[src/common/oq_stats_pkg.sv]
`default_nettype none

package oq_stats_pkg;

  // ----------------------------------------
  // widths
  // ----------------------------------------
  localparam int data_width = 32;
  localparam int addr_width = 8;

  typedef logic [data_width-1:0] word_t;
  typedef logic [addr_width-1:0] reg_addr_t;

  // ----------------------------------------
  // register map, word addresses
  // ----------------------------------------
  localparam reg_addr_t ctrl_addr  = 8'd0;   // bit 0 clears counters
  localparam reg_addr_t ipd_addr   = 8'd1;
  localparam reg_addr_t stats_base = 8'd16;  // + 8*queue + field
  localparam reg_addr_t rcv_base   = 8'd64;  // + entry
  localparam int        stats_per_queue = 8;

  // strobes from the packet buffer of one queue
  typedef struct packed {
    logic  stored;
    logic  removed;
    logic  dropped;
    word_t bytes_removed;  // valid with removed
  } q_event_t;

  // field order matches the read offsets 0..7
  typedef struct packed {
    word_t pkt_stored;
    word_t bytes_stored;
    word_t pkt_removed;
    word_t bytes_removed;
    word_t pkt_dropped;
    word_t bytes_dropped;
    word_t pkt_in_queue;
    word_t bytes_in_queue;
  } q_stats_t;

endpackage

`default_nettype wire

[src/stats/rcv_time_log.sv]
`default_nettype none

module rcv_time_log #(
  parameter int num_rcv_time = 8
) (
  input  wire                                      axi_aclk,
  input  wire                                      axi_resetn,
  input  wire                                      pkt_stored,
  input  wire oq_stats_pkg::word_t                 usec_time,
  output oq_stats_pkg::word_t [num_rcv_time-1:0]   entries
);

  localparam int               idx_w    = (num_rcv_time > 1) ? $clog2(num_rcv_time) : 1;
  localparam logic [idx_w-1:0] idx_last = idx_w'(num_rcv_time - 1);

  logic [idx_w-1:0] wr_idx;  // next slot, oldest once full

  always_ff @(posedge axi_aclk) begin
    if (!axi_resetn) begin
      wr_idx <= '0;
    end else if (pkt_stored) begin
      wr_idx <= (wr_idx == idx_last) ? '0 : wr_idx + 1'b1;
    end
  end

  // ring of timestamps
  always_ff @(posedge axi_aclk) begin
    if (!axi_resetn) begin
      entries <= '0;
    end else if (pkt_stored) begin
      entries[wr_idx] <= usec_time;
    end
  end

endmodule

`default_nettype wire

[config.mk]
export PLATFORM = sky130hd
export DESIGN_NAME = rcv_time_log
export DESIGN_NICKNAME = d
export VERILOG_FILES = /design/src/common/oq_stats_pkg.sv /design/src/stats/rcv_time_log.sv
export SDC_FILE = /design/constraint.sdc
export NUM_CORES = 1
export LEC_CHECK = 0
export BUFFER_PORTS_ARGS = -buffer_cell sky130_fd_sc_hd__buf_2
export CAP_MARGIN = 30
export CELL_PAD_IN_SITES_DETAIL_PLACEMENT = 1
export CELL_PAD_IN_SITES_GLOBAL_PLACEMENT = 1
export CORE_MARGIN = 1.5
export CORE_UTILIZATION = 38
export CTS_CLUSTER_SIZE = 20
export DETAILED_ROUTE_END_ITERATION = 10
export PLACE_DENSITY_LB_ADDON = 0.1
export REMOVE_ABC_BUFFERS = 1
export SETUP_SLACK_MARGIN = 0.02
export SYNTH_ARGS = -nofsm -noshare
export SYNTH_HDL_FRONTEND = slang
export SYNTH_SLANG_ARGS = --single-unit
[constraint.sdc]
create_clock -name axi_aclk -period 1.83 [get_ports axi_aclk]
set_clock_uncertainty 0.1 [all_clocks]
set_input_delay 0.183 -clock axi_aclk [delete_from_list [all_inputs] [get_ports axi_aclk]]
set_output_delay 0.183 -clock axi_aclk [all_outputs]
set_load 0.1 [all_outputs]
==> run summary <==
The flow ran to the end, and the final reports show no timing, DRC or antenna violations. Setup repair after global routing left no endpoint under its margin. Detailed routing inserted a total of 7239 vias. Worst min-delay path category: in2reg. The pin count of the biggest net entering global routing is 66, and the clock sink count is 259. The critical path is of the reg2reg type. The tightest hold path in the finished design has a slack of 0.000942 ns.

The analysis attributes to net switching a power of 3.57 mW. For the remaining design rule violation count, the log shows 0. The layout cell share with drive strength beyond 1 was 30.6%; the instance area at placement was 11300 um^2.

Global routing used 21.8% of the available tracks across all layers. The die covers 25500 um^2. Summing all non-filler instances in the final layout gives an area of 12400 um^2. Post-CTS timing repair inserted 0 buffers for setup. The total number of H-tree levels came out at 1. The worst setup slack after placement came out at 0.184 ns.

For this run the aggregate overflow at the end of global routing stands at 0. TritonCTS built the clock tree. Global routing used 27.3% of the available met1 tracks. The endpoint kind of the worst setup timing path was a flip-flop. The final max-slew violation count is 0, and the area growth from synthesis to layout is 33.3%.

The cell row count was 57; the area share of the largest cell type after synthesis was 55.6%. At the pin with the least slew margin, the transition time is 0.530 ns. Including well taps, the total number of placed cells is 1461. The final count of hold timing violations was 0; the number of antenna-violating nets in the routed design was 0.

After synthesis, the cell types taking the most area are dfxtp_1 (56%), mux2i_1 (28%), nand2_1 (12%). The via count of the first global-routing pass is 7652, and the first-pass GRT wire length is 44100 um. Clock-pin slew was measured on the worst setup and hold paths at 0.06 ns. Net switching is 26.9% of the power. The root buffer cell is clkbuf_16. Sequential cells account for 43.9% of the total power.

For the area of the core, the log shows 24200 um^2. Max-cap violations in this run came to 0. Power spread over the standard cell area amounts to 1070 nW/um^2. For the number of antenna violations at the first check in global routing, the log shows 0. Counting the buffers created by CTS gives 29.

The repair_antennas step left the layout with diodes totalling 0. The post-synthesis instance area is 9330 um^2. The portion of the clock cycle consumed by the worst path in the final layout is 88.9%. Startpoint type of the worst setup path: a flip-flop. STA puts the critical path data required time at 2.13 ns. The clock passes through at most 3 buffers.

The logs give 302 for the DRC violation total after the first TritonRoute iteration and 291 for the number of top-level pins. The initial core utilization was 38.6%; the portion of total power attributed to combinational logic was 11.2%. The post-synthesis average cell area is 10.5 um^2, and the number of vias per cell is 4.73. The post-route minimum period came out at 1.63 ns. met2 is the most crowded layer. The cell count after synthesis came out at 884.

The count of input and output buffers works out to 290. Measured against its own limit, the worst slew margin works out to 64.9%. The run gives 615 MHz as the peak clock frequency supported by timing. The share of total power dissipated in the clock network is 44.9%.

The worst IR drop on VDD is 0.527 mV. The logs give 5.45% for the met3 track demand over resource and 1222 for the final layout net count. The signal on the critical path passes through nand4bb_4 > buf_12 > mux2i_1. The library cell used most frequently in the layout, excluding fill and tap cells, is buf_2.

The synthesized design spends more area on one cell type than any other, namely dfxtp_1. The kind of cell with the highest combined delay on the critical path is flip-flops. The number of unique standard cell types used by synthesis was 19. The post-layout instance count excluding filler cells is 1532.

In the layout the commonest cells are buf_2 (289), nand2_1 (288), dfxtp_1 (259), mux2i_1 (258), clkbuf_16 (29). Global routing consumed, on the met2 layer, 37.5% of the routing resources. Of the synthesized area, sequential elements account for 55.6%. On the worst path, the slowest cell contributes a delay of 0.59 ns.

The floorplan step set the die height to 160 um. Detailed placement ended at an HPWL of 18200 um. Cell internal power was estimated by the tool at 9.68 mW. Of all nets on the critical path, the largest fanout is 13.

The total of flip-flops plus latches after synthesis was 259. The number of warnings reported in the yosys synthesis log was 0; the total detailed-routing wirelength was 28200 um. Measured along the x axis, the die boundary spans 160 um.

Critical path buffer and inverter count: 1. For the final weighted congestion of routability-driven global placement, the log shows 0.711. The critical-path cell with the highest stage delay was dfxtp_1. At the later pin of the worst-skew pair, clock insertion delay measures 0.53 ns. In the post-route analysis, the smallest setup slack over all paths is 0.203 ns.

The number of endpoints failing setup at the final stage is 0. The wire length per cell after detailed routing works out to 18.4 um. The static leakage was 6.87 nW; the data arrival at the endpoint of the critical path was 1.93 ns. The first detailed-routing pass ran for 4 iterations.
## cell usage after synthesis
cell type    n
a21oi_1      1
and4bb_2     1
buf_1        3
buf_2       23
buf_4       11
buf_6        3
clkbuf_1    23
dfxtp_1    259
ha_1         2
inv_1        1
mux2i_1    258
nand2_1    288
nand2b_1     1
nand4_1      1
nand4b_1     3
nand4bb_1    2
nor2_1       2
nor4b_4      1
or3b_2       1
## through the flow
stage	TNS, ns	power [mW]	utilization (%)
6_report	0	13.3	51.4
5_1_grt	0	13.7	51.4
4_1_cts	0	13.4	51.4
3_5_place_dp	0	7.41	46.6
3_3_place_gp	0	7.40	46.6
2_1_floorplan	-145.68	6.98	-
## power groups by stage
stage	clock network [mW]	logic [mW]	registers, mW
floorplan	0	0.282	6.70
global placement	0	1.46	5.93
detailed placement	0	1.47	5.94
CTS	6.10	1.50	5.81
global route	6.34	1.55	5.83
finish	5.95	1.49	5.81
## layer usage
metal / routed length [um] / vias to the layer above
met1: 12500 / 3476
li1: - / 3529
met4: 541 / 0
met3: 1710 / 36
met2: 13400 / 198
met5: 0 / -
## path summary, 6_finish.rpt
path / startpoint / endpoint / depth (start not counted) / slack (ns)
max reg2reg: wr_idx[1] / entries[74] / 3 / 0.20
min: usec_time[6] / entries[198] / 3 / 0.0009
min reg2reg: entries[50] / entries[50] / 2 / 0.35
max: wr_idx[1] / entries[74] / 3 / 0.20
## worst reg2reg max path, stage by stage (launching register included)
cell and delay [ns]:
dfxtp_1 0.59, nand4bb_4 0.39, buf_12 0.30, mux2i_1 0.13
## registers in the layout, indices dropped and copies added (netlist names)
name     flops
entries    256
wr_idx       3
## cell families (layout without fill, tap and decap cells)
logic type	after synthesis	count (layout)	share of synthesized area [%]
simple gates	300	300	12.8
compound gates	1	1	0.0536
mux	258	258	27.7
buf+inv	64	388	3.57
fa+ha+maj	2	2	0.268
flops	259	259	55.6
## area by class of cell
type,instances,area (um^2)
clock buffer,45,896
clock inverter,9,98.8
fill,2764,11700
inverter,1,3.75
multi-input combinational,561,3840
sequential,259,5180
tap,324,405
timing repair buffer,333,2000
## timing repair
item | in CTS | in global routing
hold buffers | 17 | 0
resized for setup | 0 | 0
endpoints found under the hold margin | 71 | 0
Power figures use the tool's default switching activity.
