<file path="src/common/oq_stats_pkg.sv">
`default_nettype none

package oq_stats_pkg;

  // ----------------------------------------
  // widths
  // ----------------------------------------
  localparam int data_width = 32;
  localparam int addr_width = 8;

  typedef logic [data_width-1:0] word_t;
  typedef logic [addr_width-1:0] reg_addr_t;

  // ----------------------------------------
  // register map, word addresses
  // ----------------------------------------
  localparam reg_addr_t ctrl_addr  = 8'd0;   // bit 0 clears counters
  localparam reg_addr_t ipd_addr   = 8'd1;
  localparam reg_addr_t stats_base = 8'd16;  // + 8*queue + field
  localparam reg_addr_t rcv_base   = 8'd64;  // + entry
  localparam int        stats_per_queue = 8;

  // strobes from the packet buffer of one queue
  typedef struct packed {
    logic  stored;
    logic  removed;
    logic  dropped;
    word_t bytes_removed;  // valid with removed
  } q_event_t;

  // field order matches the read offsets 0..7
  typedef struct packed {
    word_t pkt_stored;
    word_t bytes_stored;
    word_t pkt_removed;
    word_t bytes_removed;
    word_t pkt_dropped;
    word_t bytes_dropped;
    word_t pkt_in_queue;
    word_t bytes_in_queue;
  } q_stats_t;

endpackage

`default_nettype wire

</file>
<file path="src/regs/stats_regs.sv">
`default_nettype none

module stats_regs #(
  parameter int num_queues   = 5,
  parameter int num_rcv_time = 8
) (
  input  wire                                         axi_aclk,
  input  wire                                         axi_resetn,
  input  wire oq_stats_pkg::reg_addr_t                reg_addr,
  input  wire                                         reg_wr,
  input  wire                                         reg_rd,
  input  wire oq_stats_pkg::word_t                    reg_wdata,
  output oq_stats_pkg::word_t                         reg_rdata,
  output logic                                        reg_rd_ack,
  output logic                                        clear_cntrs,
  output oq_stats_pkg::word_t                         ipd_value,
  input  wire oq_stats_pkg::q_stats_t [num_queues-1:0] all_stats,
  input  wire oq_stats_pkg::word_t [num_rcv_time-1:0] rcv_entries
);

  localparam int k_w  = $clog2(oq_stats_pkg::stats_per_queue);
  localparam int ri_w = (num_rcv_time > 1) ? $clog2(num_rcv_time) : 1;

  // window ends, exclusive
  localparam oq_stats_pkg::reg_addr_t stats_end =
    oq_stats_pkg::reg_addr_t'(oq_stats_pkg::stats_base +
                              oq_stats_pkg::stats_per_queue * num_queues);
  localparam oq_stats_pkg::reg_addr_t rcv_end =
    oq_stats_pkg::reg_addr_t'(oq_stats_pkg::rcv_base + num_rcv_time);

  oq_stats_pkg::reg_addr_t stats_off;
  oq_stats_pkg::reg_addr_t rcv_off;
  oq_stats_pkg::word_t     rd_word;

  // counter k of one queue, k in struct field order
  function automatic oq_stats_pkg::word_t field_word(
    input oq_stats_pkg::q_stats_t s,
    input logic [k_w-1:0]         k
  );
    case (k)
      0:       field_word = s.pkt_stored;
      1:       field_word = s.bytes_stored;
      2:       field_word = s.pkt_removed;
      3:       field_word = s.bytes_removed;
      4:       field_word = s.pkt_dropped;
      5:       field_word = s.bytes_dropped;
      6:       field_word = s.pkt_in_queue;
      default: field_word = s.bytes_in_queue;
    endcase
  endfunction

  // ----------------------------------------
  // writable registers
  // ----------------------------------------
  always_ff @(posedge axi_aclk) begin
    if (!axi_resetn) begin
      clear_cntrs <= 1'b0;
      ipd_value   <= '0;
    end else if (reg_wr) begin
      if (reg_addr == oq_stats_pkg::ctrl_addr) begin
        clear_cntrs <= reg_wdata[0];
      end
      if (reg_addr == oq_stats_pkg::ipd_addr) begin
        ipd_value <= reg_wdata;
      end
    end
  end

  // ----------------------------------------
  // read decode
  // ----------------------------------------
  always_comb begin
    stats_off = reg_addr - oq_stats_pkg::stats_base;
    rcv_off   = reg_addr - oq_stats_pkg::rcv_base;
    rd_word   = '0;  // unmapped
    if (reg_addr == oq_stats_pkg::ctrl_addr) begin
      rd_word[0] = clear_cntrs;
    end else if (reg_addr == oq_stats_pkg::ipd_addr) begin
      rd_word = ipd_value;
    end else if (reg_addr >= oq_stats_pkg::stats_base && reg_addr < stats_end) begin
      // upper offset bits pick the queue, lower bits the counter
      rd_word = field_word(all_stats[stats_off[oq_stats_pkg::addr_width-1:k_w]],
                           stats_off[k_w-1:0]);
    end else if (reg_addr >= oq_stats_pkg::rcv_base && reg_addr < rcv_end) begin
      rd_word = rcv_entries[rcv_off[ri_w-1:0]];
    end
  end

  always_ff @(posedge axi_aclk) begin
    if (!axi_resetn) begin
      reg_rd_ack <= 1'b0;
    end else begin
      reg_rd_ack <= reg_rd;  // single cycle ack
    end
  end

  always_ff @(posedge axi_aclk) begin
    if (reg_rd) begin
      reg_rdata <= rd_word;
    end
  end

endmodule

`default_nettype wire

</file>
<file path="config.mk">
export PLATFORM = sky130hd
export DESIGN_NAME = stats_regs
export DESIGN_NICKNAME = d
export VERILOG_FILES = /design/src/common/oq_stats_pkg.sv /design/src/regs/stats_regs.sv
export SDC_FILE = /design/constraint.sdc
export NUM_CORES = 1
export LEC_CHECK = 0
export CORE_AREA = 3 3 637 639
export DETAILED_ROUTE_END_ITERATION = 10
export DIE_AREA = 0 0 640 642
export DONT_BUFFER_PORTS = 1
export HOLD_SLACK_MARGIN = 0.12
export PLACE_DENSITY_LB_ADDON = 0.3
export SYNTH_ARGS = -nofsm -noshare
export SYNTH_HDL_FRONTEND = slang
export SYNTH_SLANG_ARGS = --single-unit
</file>
<file path="constraint.sdc">
create_clock -name axi_aclk -period 9.65 [get_ports axi_aclk]
set_input_delay 0.4825 -clock axi_aclk [delete_from_list [all_inputs] [get_ports axi_aclk]]
set_output_delay 0.4825 -clock axi_aclk [all_outputs]
set_load 0.05 [all_outputs]
</file>
==> results.md, run 1 <==
- DIE HEIGHT: 642 um
- Worst Hold Path Cells: 0
- LEAKAGE: between 0.005 and 0.006 uW
- Fmax: 203 MHz
- CTS Hold Bufs: 0
- Die Width: 640 um
- P&R area growth vs syn: 42.3%
- Antenna violations before repair: 1003
- Syn Nets: 3343
- Final Hold Vio Count: 0
- Pwr Density: a little over 70 nW/um^2
- Power, Total: 1690 uW
- Initial cell density of the core: 0.0409
- Syn avg cell area: 9.30 sq um
- CP max stage delay: 1.02 ns
- Die area: 411000 sq um
- Critical Path AT: 5.10 ns
- DRC Markers: 0
- Synth Warn #: 0
- DR iter-0 viols: 2640
- Clock skew: 0.00857 ns
- Max IR drop VDD: 0.0999 mV
- Least-Margin Pin Slew: ~2.0 ns
- Total track usage: 0.195
- Most used DFF post-synth: dfxtp_1
- CTS Buf Count: 9
- Vias/cell: roughly 3.2
- Seq pwr share: 0.225
- Share of cells above drive strength 1: 0.294
- Pin count of the biggest net entering global routing: 499
- Status: complete, but fails checks
- Clock slew at reported path FFs: 0.08 ns
- Register area share after synthesis: 0.100
- Grt total ovfl: 0
- PortBufs: 0
- Worst slack, placed: 3.35 ns
- Startpoint Class: input pin
- FFs w/ async S/R, synth: 0
- Post_cts resized: 0
- Critical Path Stages: 10
- Clock power frac: 0.250
- Core area: approximately 400000 sq um
- Switching Power: about 800 uW
- Worst Path Buf+Inv: 3
- Max-cap viol count: 0
- Commonest non-fill, non-tap cell in the layout: mux2_2
- HP Class: input pin to flop
- Final ANT Viol Nets: 0
- Vias: 22458
- Final Setup Violations: 0
- Int Pwr: 892 uW
- Mapped Cells: about 1800
- H-Tree Depth: 3
- Delay-heaviest family, CP: compound AO/OA/AOI/OAI gates
- Setup Fix Bufs, Post-CTS: 0
- Final Cycle Share: 0.511
- Top cells by area, synth: mux4_2 (21%), mux2_2 (14%), mux2i_1 (10%), edfxtp_1 (5.9%), a221oi_1 (4.5%)
- Drt total wl: 417000 um
- Slew Limit Headroom: -0.321
- Final worst path period need: approximately 4.9 ns
- WL/cell: 58.8 um
- Final nets: 3171
- Slowest cell on crit path: nor4_2
- Yosys reg bits: 66
- CTS tree: done
- CP Class: input pin to flop
- Synthesized area: roughly 16000 sq um
- Unique masters post-synth: 66
- Top-area cell type share of the netlist area: 0.208
- Unrepaired setup endpoints after global routing: false
- GPL Wtd Cong: 1.04
- Cells on worst reg2reg path: 6
- Logic pwr share: 0.526
- Sw Share: 0.472
- Global-route wire length before repair: 464000 um
- Post-detail-place hpwl: 383000 um
- Placement Cell Area: ~22000 sq um
- Critical Path, Cell by Cell: inv_1 -> ha_4 -> buf_4 -> buf_12 -> mux2_2 -> a221oi_1 -> a211oi_1 -> nor4_2 -> a311oi_2 -> a221o_1
- IO Count: about 1600
- Violated checks: max-slew violations
- Vias in the first global route: 18525
- Final Core Density: 0.0583
- # fillers: between 40000 and 50000
- Clk sink count: 66
- Number of enable flip-flop cells after synthesis: 32
- Worst skew pair latency: between 0.4 and 0.5 ns
- Final Max Slew Viols: approximately 140
- Worst setup EP type: flop
- Final setup TNS: 0 ns
- Area leader, netlist: mux4_2
- Clk root buf: clkbuf_16
- Final WS setup: roughly 4.7 ns
- Final Instance Area: 23300 sq um
- Worst-case clock buffer depth: 2
- # rows: 232
- Most frequent cells in the layout: mux2_2 (210), mux2i_1 (164), mux4_2 (151), nand2_1 (141), a21oi_1 (141)
- CP max FO: 98
- Drt first pass iters: 7
- CP Data Required Time: 9.82 ns
[synthesized netlist by cell type, types with 5 or more instances]
master	n
and3_1	6
clkbuf_1	65
nor4_2	5
nor2_1	33
a32o_1	14
o21ai_0	48
nand3_1	10
mux4_2	151
and2_1	6
nor2b_1	7
buf_2	114
buf_1	7
buf_4	29
a221oi_1	84
o31ai_1	22
nor4_1	13
a211oi_1	92
a32oi_1	6
mux2_2	210
a221o_1	14
a211o_1	25
a21oi_1	141
a222oi_1	6
mux2i_1	164
buf_6	14
a22oi_1	77
a311oi_1	10
nand2_1	145
a22o_1	18
edfxtp_1	32
nor3_1	5
dfxtp_1	34
a21boi_1	8
o22ai_1	54
a21boi_0	25
[state kept, by name, summed over array words and instances (netlist names)]
signal,count
clear_cntrs,1
ipd_value,32
reg_rdata,32
reg_rd_ack,1
[through the flow]
step / std cells / hold WS (ns)
after floorplan: 1759 / 0.595
after global placement: 6838 / 0.622
after detailed placement: 6838 / 0.621
after CTS: 6854 / 0.150
after global routing: 6932 / 0.156
final: 7090 / 0.185
[metal layers]
layer | global-route usage | share of wire | vias up
met5 | 0 | 0.0079 | -
met4 | 0.0277 | 0.025 | 488
met3 | 0.123 | 0.14 | 1499
met2 | 0.333 | 0.47 | 2874
met1 | 0.204 | 0.35 | 10323
li1 | - | - | 7274
[final cells by class]
type / instances / area (sq um) / share of cell area
diodes: 233 / 583 / 0.0250
clock buffers: 9 / 225 / 0.00967
clock inverters: 7 / 101 / 0.00435
inverters: 3 / 11.3 / 0.000484
multi-input cells: 1460 / 13700 / 0.588
flip-flops and latches: 66 / 1640 / 0.0705
well taps: 5265 / 6590 / 0.283
repair buffers: 47 / 450 / 0.0193
[path summary, 6_finish.rpt]
check                startpoint       endpoint  slack, ns
setup reg to reg  ipd_value[30]  reg_rdata[30]       7.34
hold reg to reg    ipd_value[3]   ipd_value[3]       0.71
hold / removal           reg_rd   reg_rdata[9]       0.19
setup / recovery    reg_addr[4]  reg_rdata[10]       4.72
[kinds of logic (layout without fill, tap and decap cells)]
family	Yosys count	in the layout	share of synthesized area
multiplexers	528	528	0.455
adder cells (fa/ha/maj)	4	4	0.00306
buffers and inverters	233	66	0.0753
AND/OR/NAND/NOR	258	258	0.0747
flip-flops	66	66	0.100
other	0	233	0
AO/OA/AOI/OAI	670	670	0.292
[power groups by stage]
stage                     sequential, uW  combinational, uW  clock (uW)
final                                379                888         421
after global routing                 382                936         439
after CTS                            383                863         440
after detailed placement             390                859           0
after global placement               391                843           0
after floorplan                      358                585           0
Note: power is estimated with default switching activity, not from simulation.
==> inputs of run 2 (changes only) <==
==> constraint.sdc (replaced) <==
create_clock -name axi_aclk -period 4.75 [get_ports axi_aclk]
set_input_delay 0.2375 -clock axi_aclk [delete_from_list [all_inputs] [get_ports axi_aclk]]
set_output_delay 0.2375 -clock axi_aclk [all_outputs]
set_load 0.05 [all_outputs]
==> run 2 against run 1 <==
The run still ends with max-slew violations left. Global-route usage is 0.12 points higher. Via count is 2.9% higher. Design area is 8.4% higher. Sequential power is 100% higher. Worst hold slack worse by 0.0075 ns. Wire length is 0.54% higher. Total power is 120% higher. Worst setup slack worse by 4.3 ns. Critical endpoint is now reg_rdata[0]. Largest cell class unchanged.
==> results.md, run 2 (synthesis results as in run 1) <==
- Status: complete, but fails checks
- Violated checks: max-slew violations
- DIE HEIGHT: 642 um
- Drt first pass iters: 5
- CP Class: input pin to flop
- Share of cells above drive strength 1: 0.361
- Worst setup EP type: flop
- DR iter-0 viols: 2451
- Die Width: 640 um
- Final Cycle Share: 0.914
- Startpoint Class: input pin
- Final nets: about 3400
- DRC Markers: 0
- Final Max Slew Viols: 156
- Vias in the first global route: 19263
- Post-detail-place hpwl: 388000 um
- Unrepaired setup endpoints after global routing: false
- HP Class: input pin to flop
- Global-route wire length before repair: 468000 um
- Placed insts: 7025
- Least-Margin Pin Slew: 1.57 ns
- Critical Path AT: 4.51 ns
- Biggest regs: ipd_value: 32 flops, reg_rdata: 32 flops
- Worst skew pair latency: 0.42 ns
- Drt total wl: about 420000 um
- Grt total ovfl: 0
- Cells on worst reg2reg path: 7
- CP max FO: about 260
- Total track usage: 0.196
- Max IR drop VDD: 0.176 mV
- Vias: between 20000 and 25000
- Most frequent cells in the layout: mux2_2 (210), buf_4 (206), mux2i_1 (164), mux4_2 (151)
- Die area: 411000 sq um
- Clk root buf: clkbuf_16
- Slew Limit Headroom: -0.0479
- Power, Total: 3660 uW
- Non-Filler Instances: 7282
- Antenna violations before repair: 990
- WL/cell: 57.6 um
- Max-cap viol count: 0
- Clock skew: 0.0146 ns
- Final worst path period need: 4.34 ns
- Core area: about 400000 sq um
- Hold_ws: around 0.18 ns
- P&R area growth vs syn: 54.3%
- Setup Fix Bufs, Post-CTS: 0
- Clk sink count: 66
- Final Hold Vio Count: 0
- Initial cell density of the core: 0.0409
- IO Count: 1646
- Fmax: between 200 and 250 MHz
- Worst Hold Path Cells: 2
- # rows: 232
- Pwr Density: 145 nW/um^2
- Worst-case clock buffer depth: 2
- CTS Buf Count: 9
- Clock slew at reported path FFs: 0.07 ns
- CTS tree: done
- Vias/cell: 3.17
- LEAKAGE: ~0.0066 uW
- Final setup TNS: 0 ns
- GPL Wtd Cong: ~1.0
- Pin count of the biggest net entering global routing: 499
- PortBufs: 0
- Final Setup Violations: 0
- H-Tree Depth: 3
- Commonest non-fill, non-tap cell in the layout: mux2_2
- CP Data Required Time: 4.91 ns
- Final ANT Viol Nets: 0
run 2: worst max-delay path, cell delays in order:
cell      delay [ns]
buf_16          0.87
buf_16          0.55
mux4_2          0.46
a22o_1          0.41
a222oi_1        0.47
nand4_1         0.15
buf_4           0.21
a221o_1         0.32
run 2: timing repair:
item                       CTS  global route
setup endpoints to repair    0             0
gates resized for setup      0             0
hold buffers                38             0
hold endpoints to repair    66             0
run 2: area by class of cell:
class / instances / area [sq um]
clock inverter: 4 / 31.3
sequential: 66 / 1640
tap: 5265 / 6590
clock buffer: 12 / 268
inverter: 3 / 11.3
fill: 46655 / 374000
antenna: 201 / 503
multi-input combinational: 1460 / 13700
timing repair buffer: 271 / 2510
run 2: path summary, 6_finish.rpt:
kind            startpoint       endpoint  slack (ns)
min             axi_resetn  ipd_value[26]        0.18
max            reg_addr[4]   reg_rdata[0]        0.41
max reg2reg  ipd_value[30]  reg_rdata[30]        2.80
min reg2reg   ipd_value[2]   ipd_value[2]        0.71
run 2: where the power goes:
| part | switching, uW | leakage [uW] | total [uW] | internal (uW) |
|---|---|---|---|---|
| combinational | 1150 | 0.00586 | 2090 | 942 |
| clock | 390 | 0.000146 | 794 | 404 |
| sequential | 147 | 0.000579 | 772 | 625 |
| total | 1690 | 0.00658 | 3660 | 1970 |
run 2: per-stage QoR:
| step | cell area, sq um | worst slack, ns | util |
|---|---|---|---|
| 6_report | 25200 | 0.408 | 0.0631 |
| 5_1_grt | 24900 | 0.339 | 0.0622 |
| 4_1_cts | 24700 | 0.908 | 0.0617 |
| 3_5_place_dp | 24000 | 0.458 | 0.0600 |
| 3_3_place_gp | 24000 | 0.611 | 0.0600 |
| 2_1_floorplan | 16400 | 1.52 | - |
run 2: layer usage:
layer | GRT usage | up-vias | routed length [um]
li1 | - | 7661 | -
met1 | 0.210 | 10641 | 151000
met2 | 0.339 | 2884 | 199000
met3 | 0.115 | 1466 | 56300
met4 | 0.0216 | 456 | 10200
met5 | 0 | - | 3060
