$ cat config.mk
export PLATFORM = sky130hd
export DESIGN_NAME = usec_timer
export DESIGN_NICKNAME = d
export VERILOG_FILES = /design/src/common/oq_stats_pkg.sv /design/src/hdl/usec_timer.sv
export SDC_FILE = /design/constraint.sdc
export NUM_CORES = 1
export LEC_CHECK = 0
export ABC_CLOCK_PERIOD_IN_PS = 1900
export BUFFER_PORTS_ARGS = -buffer_cell sky130_fd_sc_hd__buf_2
export CAP_MARGIN = 20
export CORE_MARGIN = 2
export CORE_UTILIZATION = 49
export CTS_CLUSTER_DIAMETER = 40
export DETAILED_ROUTE_END_ITERATION = 16
export HOLD_SLACK_MARGIN = 0.05
export PLACE_DENSITY = 0.75
export SYNTH_ARGS = -nofsm -noshare
export SYNTH_HDL_FRONTEND = slang
export SYNTH_SLANG_ARGS = --single-unit
$ cat constraint.sdc
create_clock -name axi_aclk -period 1.9 [get_ports axi_aclk]
set_input_delay 0.19 -clock axi_aclk [delete_from_list [all_inputs] [get_ports axi_aclk]]
set_output_delay 0.19 -clock axi_aclk [all_outputs]
set_load 0.005 [all_outputs]
$ cat src/common/oq_stats_pkg.sv
`default_nettype none

package oq_stats_pkg;

  // ----------------------------------------
  // widths
  // ----------------------------------------
  localparam int data_width = 32;
  localparam int addr_width = 8;

  typedef logic [data_width-1:0] word_t;
  typedef logic [addr_width-1:0] reg_addr_t;

  // ----------------------------------------
  // register map, word addresses
  // ----------------------------------------
  localparam reg_addr_t ctrl_addr  = 8'd0;   // bit 0 clears counters
  localparam reg_addr_t ipd_addr   = 8'd1;
  localparam reg_addr_t stats_base = 8'd16;  // + 8*queue + field
  localparam reg_addr_t rcv_base   = 8'd64;  // + entry
  localparam int        stats_per_queue = 8;

  // strobes from the packet buffer of one queue
  typedef struct packed {
    logic  stored;
    logic  removed;
    logic  dropped;
    word_t bytes_removed;  // valid with removed
  } q_event_t;

  // field order matches the read offsets 0..7
  typedef struct packed {
    word_t pkt_stored;
    word_t bytes_stored;
    word_t pkt_removed;
    word_t bytes_removed;
    word_t pkt_dropped;
    word_t bytes_dropped;
    word_t pkt_in_queue;
    word_t bytes_in_queue;
  } q_stats_t;

endpackage

`default_nettype wire

$ cat src/hdl/usec_timer.sv
`default_nettype none

module usec_timer #(
  parameter int usec_div = 125
) (
  input  wire                 axi_aclk,
  input  wire                 axi_resetn,
  output oq_stats_pkg::word_t usec_time
);

  localparam int               div_w    = (usec_div > 1) ? $clog2(usec_div) : 1;
  localparam logic [div_w-1:0] div_last = div_w'(usec_div - 1);

  logic [div_w-1:0] div_cnt;
  logic             tick;

  // divider, tick follows the last count by one cycle
  always_ff @(posedge axi_aclk) begin
    if (!axi_resetn) begin
      div_cnt <= '0;
      tick    <= 1'b0;
    end else if (div_cnt == div_last) begin
      div_cnt <= '0;
      tick    <= 1'b1;
    end else begin
      div_cnt <= div_cnt + 1'b1;
      tick    <= 1'b0;
    end
  end

  always_ff @(posedge axi_aclk) begin
    if (!axi_resetn) begin
      usec_time <= '0;
    end else if (tick) begin
      usec_time <= usec_time + 1'b1;  // free running, wraps
    end
  end

endmodule

`default_nettype wire

==> results.md, run 1 <==
* Status: finished, final reports clean
* Hold WC Path Type: primary input to register
* Antenna cell count at 0
* Max FO, Critical Path at 4
* Layout cells sized above 1 at 24.4%
* Synth Register Bits at 40
* Die Y at 65.1 µm
* Placed instance count at 302
* Vias in the first global route at 1530
* Finished Layout Cells at 310
* Port Buffers at 33
* Routed vias/inst at 5.53
* Synth unique cells at 24
* Register area share after synthesis at a little over two fifths
* Post-CTS Setup Bufs at 0
* Clock Skew at roughly 0.0058 ns
* Total GRT Usage at roughly a fifth
* WP data required at 2.12 ns
* Relative slew margins at 76.8%
* Final #Nets at around 270
* Clock Tree Buf Depth at 2
* Die Span X at 65.1 µm
* Syn-to-layout area delta at 24.7%
* Slowest library cell on the worst path: or4_4
* Detailed Place HPWL at 2910 µm
* Initial antenna violation count at 0
* Crit-path leading delay family: simple AND/OR/NAND/NOR gates
* Finished Core Util at between 60 and 70%
* FMAX at approximately 0.55 GHz
* CP max stage delay at 0.56 ns
* Slew Viols, Final at 0
* Iter 0 DRT Violations at 118
* Skew-Pair Late Insertion Delay at 0.29 ns
* CP bufs+invs at 0
* GRT overflow at 0
* Post-route cell area at between 2000 and 2500 µm²
* Placed inst area at 2160 µm²
* Leakage at around 0.90 nW
* Synth Cell Area at 1830 µm²
* Crit Path Class: register to register
* Most common cell after layout, fill and taps aside: dfxtp_1
* Routed WL at between 4000 and 5000 µm
* Critical path capture point type: register
* Root Buffer: clkbuf_8
* Period utilisation layout at 95.1%
* Critical Path, Cell by Cell: nand4_2 > or4_4 > or4_1 > a21oi_1
* Post-CTS Hold Fix Bufs at 0
* I/O pin total at 34
* GPL Wtd Cong at 0.765
* TritonCTS buffer count at 5
* DR vias at roughly 1700
* CTS resizes at 0
* Row count at 22
* Sink Count at 40
* PD cells at 687 nW/µm²
* Slew @ Worst Pin at 0.345 ns
* Pre-antenna DRT Iters at 4
* Initial core utilization at 50.3%
* DRC at 0
* CORE AREA at 3630 µm²
* Min Tclk post-route at ~1.8 ns
* Syn Inst Count at 211
* Min Hold Slack at roughly 0.21 ns
* YS warnings at 0
* Clock slew seen by the registers of the worst setup and hold paths at 0.08 ns
* WP data arrival at about 2 ns
* Pin count of the biggest net entering global routing at 32
* Synth Net Count at ~220
* Max-Cap Viols at 0
* Commonest non-fill, non-tap cells in the layout: dfxtp_1 (40), buf_2 (33), nor2_1 (21), buf_4 (20), a21oi_1 (17)
* Hold Violations, Final at 0
* Mean post-synth cell area at 8.66 µm²
* Peak VDD IR at 0.000546 V
* Final setup vio count at 0
* First-pass GRT wire length at 6730 µm
* Die Area at 4230 µm²
* Routed length per instance at 13.2 µm
* ANT nets after route at 0
* Total number of H-tree levels at 2
* CTS tree: done
* CP Launch Type: register
[worst min-delay path: stages]
cell     delay [ns]
buf_2          0.14
nand2_1        0.07
mux2i_1        0.05
[final timing paths]
kind,startpoint,to,slack [ns],cells past startpoint
max,usec_time[6],usec_time[25],0.09,4
min,axi_resetn,usec_time[20],0.21,3
max reg2reg,usec_time[6],usec_time[25],0.09,4
min reg2reg,div_cnt[0],div_cnt[0],0.47,1
[state kept, by name, summed over array words and instances, names as in the netlist]
register,count
usec_time,32
div_cnt,7
tick,1
[cell families after synthesis]
kind of cell,Yosys count,synth area share [%]
and+or+nand+nor,99,30.1
buffers and inverters,15,3.42
muxes,3,1.64
DFF,40,43.8
adders and majority gates,3,2.06
xor gates and xnor gates,17,8.15
AOI/OAI and AO/OA,34,10.8
[final cells by class]
class | instances | area [µm²]
Clock buffer | 5 | 68.8
Clock inverter | 3 | 42.5
Fill cell | 337 | 1360
Inverter | 5 | 18.8
Multi-Input combinational cell | 156 | 971
Sequential cell | 40 | 801
Tap cell | 48 | 60.1
Timing Repair Buffer | 53 | 315
[per-stage QoR]
stage / setup TNS, ns / total power, mW / setup WS [ns]
final: 0 / 1.56 / 0.0934
after global routing: -0.0162 / 1.61 / -0.0162
after CTS: 0 / 1.58 / 0.0157
after detailed placement: 0 / 0.897 / 0.0393
after global placement: 0 / 0.896 / 0.0950
after floorplan: 0 / 0.887 / 0.0748
[power breakdown]
group          total (mW)  switching, mW  internal [mW]
clock               0.686          0.298          0.389
combinational      0.0295         0.0200        0.00944
sequential          0.848        0.00509          0.843
total                1.56          0.323           1.24
[cell usage after synthesis]
| library cell | number | area [µm²] |
|---|---|---|
| buf_2 | 5 | 25.0 |
| nand4_2 | 1 | 12.5 |
| dfxtp_1 | 40 | 801 |
| or3_1 | 6 | 37.5 |
| o21ai_0 | 6 | 30.0 |
| a21oi_1 | 17 | 85.1 |
| o31ai_1 | 11 | 82.6 |
| or4_1 | 13 | 97.6 |
| nand4_1 | 12 | 75.1 |
| xor2_1 | 11 | 96.3 |
| clkbuf_1 | 5 | 18.8 |
| nand2_1 | 16 | 60.1 |
| mux2i_1 | 3 | 30.0 |
| nor2_1 | 21 | 78.8 |
| nor3b_1 | 1 | 7.51 |
| xnor2_1 | 6 | 52.6 |
| inv_1 | 5 | 18.8 |
| and2_1 | 2 | 12.5 |
| nand2b_1 | 2 | 12.5 |
| ha_1 | 3 | 37.5 |
| nor4_1 | 3 | 18.8 |
| and3_1 | 3 | 18.8 |
| nand3_1 | 13 | 65.1 |
| and4_1 | 6 | 52.6 |
[routing by layer]
| layer | track usage, % | part of all wire, % | wire (µm) | up-vias |
|---|---|---|---|---|
| met2 | 35.1 | 49 | 2020 | 36 |
| met3 | 4.86 | 3.8 | 154 | 4 |
| met4 | 7.81 | 1.2 | 48 | 0 |
| met1 | 25.0 | 46 | 1870 | 806 |
| li1 | - | - | - | 868 |
| met5 | 0 | 0 | 0 | - |
(Power assumes the default switching activity.)
==> run 2: changes to the inputs <==
--- a/config.mk
+++ b/config.mk
@@ -8,6 +8,7 @@
 export ABC_CLOCK_PERIOD_IN_PS = 1900
 export BUFFER_PORTS_ARGS = -buffer_cell sky130_fd_sc_hd__buf_2
 export CAP_MARGIN = 20
+export CORE_ASPECT_RATIO = 0.75
 export CORE_MARGIN = 2
 export CORE_UTILIZATION = 49
 export CTS_CLUSTER_DIAMETER = 40
==> run 2 against run 1 <==
Clock skew increased by 0.0032 ns; clock power increased by 19%; global-route usage about the same; sequential share of layout area decreased by 0.46 points; critical endpoint unchanged.
==> results.md, run 2 (synthesized netlist as in run 1, its figures left out) <==
* GRT overflow at 0
* Post-CTS Hold Fix Bufs at 0
* WP data arrival at 2.03 ns
* Iter 0 DRT Violations at 67
* WP data required at 2.12 ns
* Finished Layout Cells at 312
* I/O pin total at 34
* Pre-antenna DRT Iters at 4
* Reg-to-Reg End: usec_time[25]
* Routed WL at 4100 µm
* Max FO, Critical Path at 6
* Leakage at 0.912 nW
* Status: finished, final reports clean
* Detailed Place HPWL at 2980 µm
* Initial core utilization at 50.6%
* Clock Tree Buf Depth at 2
* Die Area at 4240 µm²
* PD cells at ~740 nW/µm²
* ANT nets after route at 0
* Hold Violations, Final at 0
* Final setup vio count at 0
* Peak VDD IR at 0.000380 V
* Row count at 19
* Total GRT Usage at 20.5%
* Commonest non-fill, non-tap cells in the layout: dfxtp_1 (40), buf_2 (33), nor2_1 (21), buf_4 (18), a21oi_1 (17)
* Period utilisation layout at between 90% and 100%
* Layout cells sized above 1 at ~25%
* R2r startpoint: usec_time[5]
* CTS tree: done
* CP max stage delay at between 0.5 and 0.6 ns
* Wire length on met2 at approximately 1800 µm
* Area of the multi-input gates at between 900 and 1000 µm²
* Post-route cell area at 2310 µm²
* Min Tclk post-route at roughly 1.8 ns
* Antenna cell count at 0
* Crit Path Class: register to register
* Met3 wire length at between 200 and 250 µm
* Critical Path Sink: usec_time[25]
* Slew @ Worst Pin at between 0.4 and 0.5 ns
* Sink Count at 40
* Slowest library cell on the worst path: or4_4
* Max-Cap Viols at 0
* DRC at 0
* Critical path capture point type: register
* Finished Core Util at 63.9%
* Max reg flops at 32
* Min Hold Slack at 0.194 ns
* Total number of H-tree levels at 2
* Syn-to-layout area delta at 26.3%
* Met1 wire length at ~2100 µm
* R2R cell count at 4
* Flop2flop setup slack at 0.09 ns
* Setup TNS at 0 ns
* Critical Path Start: usec_time[5]
* Hold WC Path Type: primary input to register
* Placed inst area at ~2200 µm²
* Root Buffer: clkbuf_8
* Die Y at 56.9 µm
* Initial antenna violation count at 0
* Pin count of the biggest net entering global routing at 18
* Die Span X at 74.5 µm
* Routed length per instance at 13.1 µm
* Critical Path, Cell by Cell: nand4_2 > or4_4 > or4_1 > a21oi_1
* Relative slew margins at 67.0%
* FMAX at 0.553 GHz
* Port Buffers at 33
* Most common cell after layout, fill and taps aside: dfxtp_1
* Clock Skew at 0.00898 ns
* Layout fillers at approximately 340
* Slew Viols, Final at 0
* Vias in the first global route at 1490
* Clock slew seen by the registers of the worst setup and hold paths at 0.08 ns
* Largest Register: usec_time
* Final #Nets at about 270
* Biggest regs: usec_time (32), div_cnt (7), tick (1)
* Skew-Pair Late Insertion Delay at roughly 0.3 ns
* TritonCTS buffer count at 5
* Routed vias/inst at between 5 and 6
* DR vias at 1714
* FF/Latch Area at 801 µm²
* GPL Wtd Cong at 0.826
* Max layer used: met4
* Placed instance count at 305
* Post-CTS Setup Bufs at 0
* CP Launch Type: register
* CORE AREA at 3610 µm²
* First-pass GRT wire length at 6760 µm
## run 2: final cells by class
class | count | area share [%]
Sequential cell | 40 | 34.7
Clock inverter | 2 | 2.60
Timing Repair Buffer | 52 | 13.9
Multi-Input combinational cell | 156 | 42.2
Inverter | 5 | 0.813
Clock buffer | 5 | 2.98
Tap cell | 52 | 2.82
## run 2: critical path, delay by kind of cell (launching register included)
kind	cells	cell delay (ns)
flops	1	0.36
simple gates	3	1.22
compound gates	1	0.15
## run 2: layer usage
metal	vias to the layer above	track usage (%)
met1	786	29.2
li1	869	-
met2	52	30.0
met4	0	7.65
met5	-	0
met3	7	4.85
## run 2: worst min-delay path by stage
stage | from | slack, ns | cells past startpoint | to
2_1_floorplan | axi_resetn | 0.34 | 2 | usec_time[31]
3_3_place_gp | div_cnt[0] | 0.45 | 1 | div_cnt[0]
3_5_place_dp | div_cnt[0] | 0.45 | 1 | div_cnt[0]
4_1_cts | axi_resetn | 0.19 | 3 | usec_time[31]
5_1_grt | axi_resetn | 0.20 | 3 | usec_time[31]
6_report | axi_resetn | 0.19 | 3 | usec_time[31]
## run 2: stage by stage
step | setup slack (ns) | total power [mW]
floorplan | 0.0748 | 0.887
global placement | 0.102 | 0.899
detailed placement | 0.0529 | 0.900
CTS | 0.0341 | 1.70
global route | -0.00328 | 1.74
finish | 0.0931 | 1.70
## run 2: power breakdown
group          switching, mW  internal (mW)  leakage [nW]
Clock                  0.301          0.517        0.0642
Sequential           0.00517          0.843         0.323
Combinational         0.0204         0.0118         0.525
Total                  0.327           1.37         0.912
## run 2: what timing repair did
action | CTS | global route
endpoints found under the hold margin | 0 | 0
resized for setup | 0 | 4
setup endpoints to repair | 0 | 6
==> run 3: changes to the inputs <==
--- a/config.mk
+++ b/config.mk
@@ -6,7 +6,7 @@
 export NUM_CORES = 1
 export LEC_CHECK = 0
 export ABC_CLOCK_PERIOD_IN_PS = 1900
-export BUFFER_PORTS_ARGS = -buffer_cell sky130_fd_sc_hd__buf_2
+export BUFFER_PORTS_ARGS = -buffer_cell sky130_fd_sc_hd__buf_4
 export CAP_MARGIN = 20
 export CORE_ASPECT_RATIO = 0.75
 export CORE_MARGIN = 2
==> run 3 against run 2 <==
Clock power is 35% lower; combinational power fell by 6.5%; routed wire length shrank 0.27%; final area up 2.0%; total power is 17% lower; worst hold slack worse by 0.0095 ns; count of clock-buffer cells in the layout increased by 1; maximum frequency rose by 0.60%.
==> results.md, run 3 (synthesized netlist as in run 1, its figures left out) <==
* Clock slew seen by the registers of the worst setup and hold paths at 0.08 ns
* PD cells at ~600 nW/µm²
* WP data required at about 2.1 ns
* Post-CTS Hold Fix Bufs at 0
* WP data arrival at between 2 and 2.5 ns
* Final setup vio count at 0
* Die Area at 4240 µm²
* Initial antenna violation count at 0
* HP Start: axi_resetn
* Tot Pwr at between 1 and 1.5 mW
* Antenna cell count at 0
* FMAX at 0.557 GHz
* CORE AREA at approximately 3600 µm²
* Total GRT Usage at 20.5%
* Commonest non-fill, non-tap cells in the layout: buf_4 (56), dfxtp_1 (40), nor2_1 (21), a21oi_1 (17), nand2_1 (16)
* Clock Skew at 0.00693 ns
* Final #Nets at between 200 and 300
* Met3 Use GR at 5.39%
* Hold Path End: div_cnt[1]
* Detailed Place HPWL at approximately 3000 µm
* GPL Wtd Cong at 0.787
* Busiest grt layer: met1
* Placed instance count at 309
* Hold Violations, Final at 0
* First-pass GRT wire length at approximately 6700 µm
* Skew-Pair Late Insertion Delay at slightly below 0.3 ns
* Syn-to-layout area delta at 28.8%
* Slew Viols, Final at 0
* Row count at 19
* Layout cells sized above 1 at 25.0%
* DRC at 0
* Met1 Use GR at 31.0%
* Routed WL at 4080 µm
* ANT nets after route at 0
* Min Tclk post-route at 1.80 ns
* Post-CTS Setup Bufs at 0
* Pin count of the biggest net entering global routing at 19
* Most common cell after layout, fill and taps aside: buf_4
* R2R cell count at 4
* Flop2flop setup slack at 0.10 ns
* Largest Register: usec_time
* Die Y at 56.9 µm
* Max reg flops at 32
* Finished Layout Cells at 316
* Biggest regs: usec_time (32), div_cnt (7), tick (1)
* Port Buffers at 33
* CTS tree: done
* I/O pin total at 34
* Root Buffer: clkbuf_8
* M2 GR Usage at 28.6%
* GRT overflow at 0
* Initial core utilization at approximately half
* Relative slew margins at 71.6%
* Die Span X at 74.5 µm
* WHS Path Cells at 2
* R2r startpoint: usec_time[6]
* Layout fillers at ~320
* CP Launch Type: register
* Vias in the first global route at between 1000 and 1500
* Clock Tree Buf Depth at 2
* Sink Count at 40
* Total number of H-tree levels at 2
* Leakage at 0.896 nW
* Status: finished, final reports clean
* Area of the multi-input gates at 971 µm²
* TritonCTS buffer count at 5
* Max-Cap Viols at 0
* Routed length per instance at 12.9 µm
* FF/Latch Area at 801 µm²
* Crit Path Class: register to register
* Iter 0 DRT Violations at 147
* Hold WC Path Type: primary input to register
* Period utilisation layout at 94.5%
* Slew @ Worst Pin at between 0.4 and 0.5 ns
* Peak VDD IR at 0.000611 V
* Reg-to-Reg End: usec_time[25]
* Pre-antenna DRT Iters at 4
* Max FO, Critical Path at 4
* Routed vias/inst at 5.36
* Critical path capture point type: register
* DR vias at around 1700
==> run 3: power by group <==
group          total (mW)  switching (mW)  internal [mW]  leakage (nW)
sequential          0.848         0.00526          0.843         0.323
combinational      0.0302          0.0201         0.0101         0.533
clock               0.532           0.282          0.250        0.0410
==> run 3: critical path, stage by stage (launching register included) <==
cell and delay (ns):
dfxtp_1 0.36, nand4_2 0.15, or4_1 0.58, or4_1 0.48
a21oi_1 0.15
==> run 3: layer usage <==
metal,up-vias,wire length [µm]
met5,-,0
met4,0,44
met3,5,152
met2,33,1780
met1,778,2110
li1,879,-
==> run 3: worst max-delay path by stage <==
stage	start	end	slack, ns	cells past startpoint
2_1_floorplan	usec_time[3]	usec_time[26]	0.07	5
3_3_place_gp	usec_time[0]	usec_time[26]	0.12	5
3_5_place_dp	usec_time[0]	usec_time[28]	0.06	5
4_1_cts	usec_time[0]	usec_time[28]	0.06	5
5_1_grt	usec_time[1]	usec_time[30]	-0.006	5
6_report	usec_time[6]	usec_time[25]	0.10	4
==> run 3: layout make-up <==
class | instances | area share [%]
multi-input cells | 156 | 41.3
flip-flops and latches | 40 | 34.0
repair buffers | 56 | 17.9
clock buffers | 6 | 3.08
well taps | 52 | 2.76
inverters | 5 | 0.797
clock inverters | 1 | 0.213
==> run 3: repair_timing <==
item                                    4_1_cts  5_1_grt
resized for setup                             0        3
endpoints found under the hold margin         0        0
endpoints found under the setup margin        0        5
==> run 3: through the flow <==
step	instance area (µm²)	worst slack (ns)	hold WS, ns	setup TNS [ns]	util (%)
2_1_floorplan	1830	0.0748	0.336	0	-
3_3_place_gp	2270	0.116	0.447	0	62.8
3_5_place_dp	2270	0.0555	0.459	0	62.8
4_1_cts	2350	0.0577	0.175	0	64.9
5_1_grt	2350	-0.00620	0.211	-0.00986	65.1
6_report	2350	0.104	0.184	0	65.1
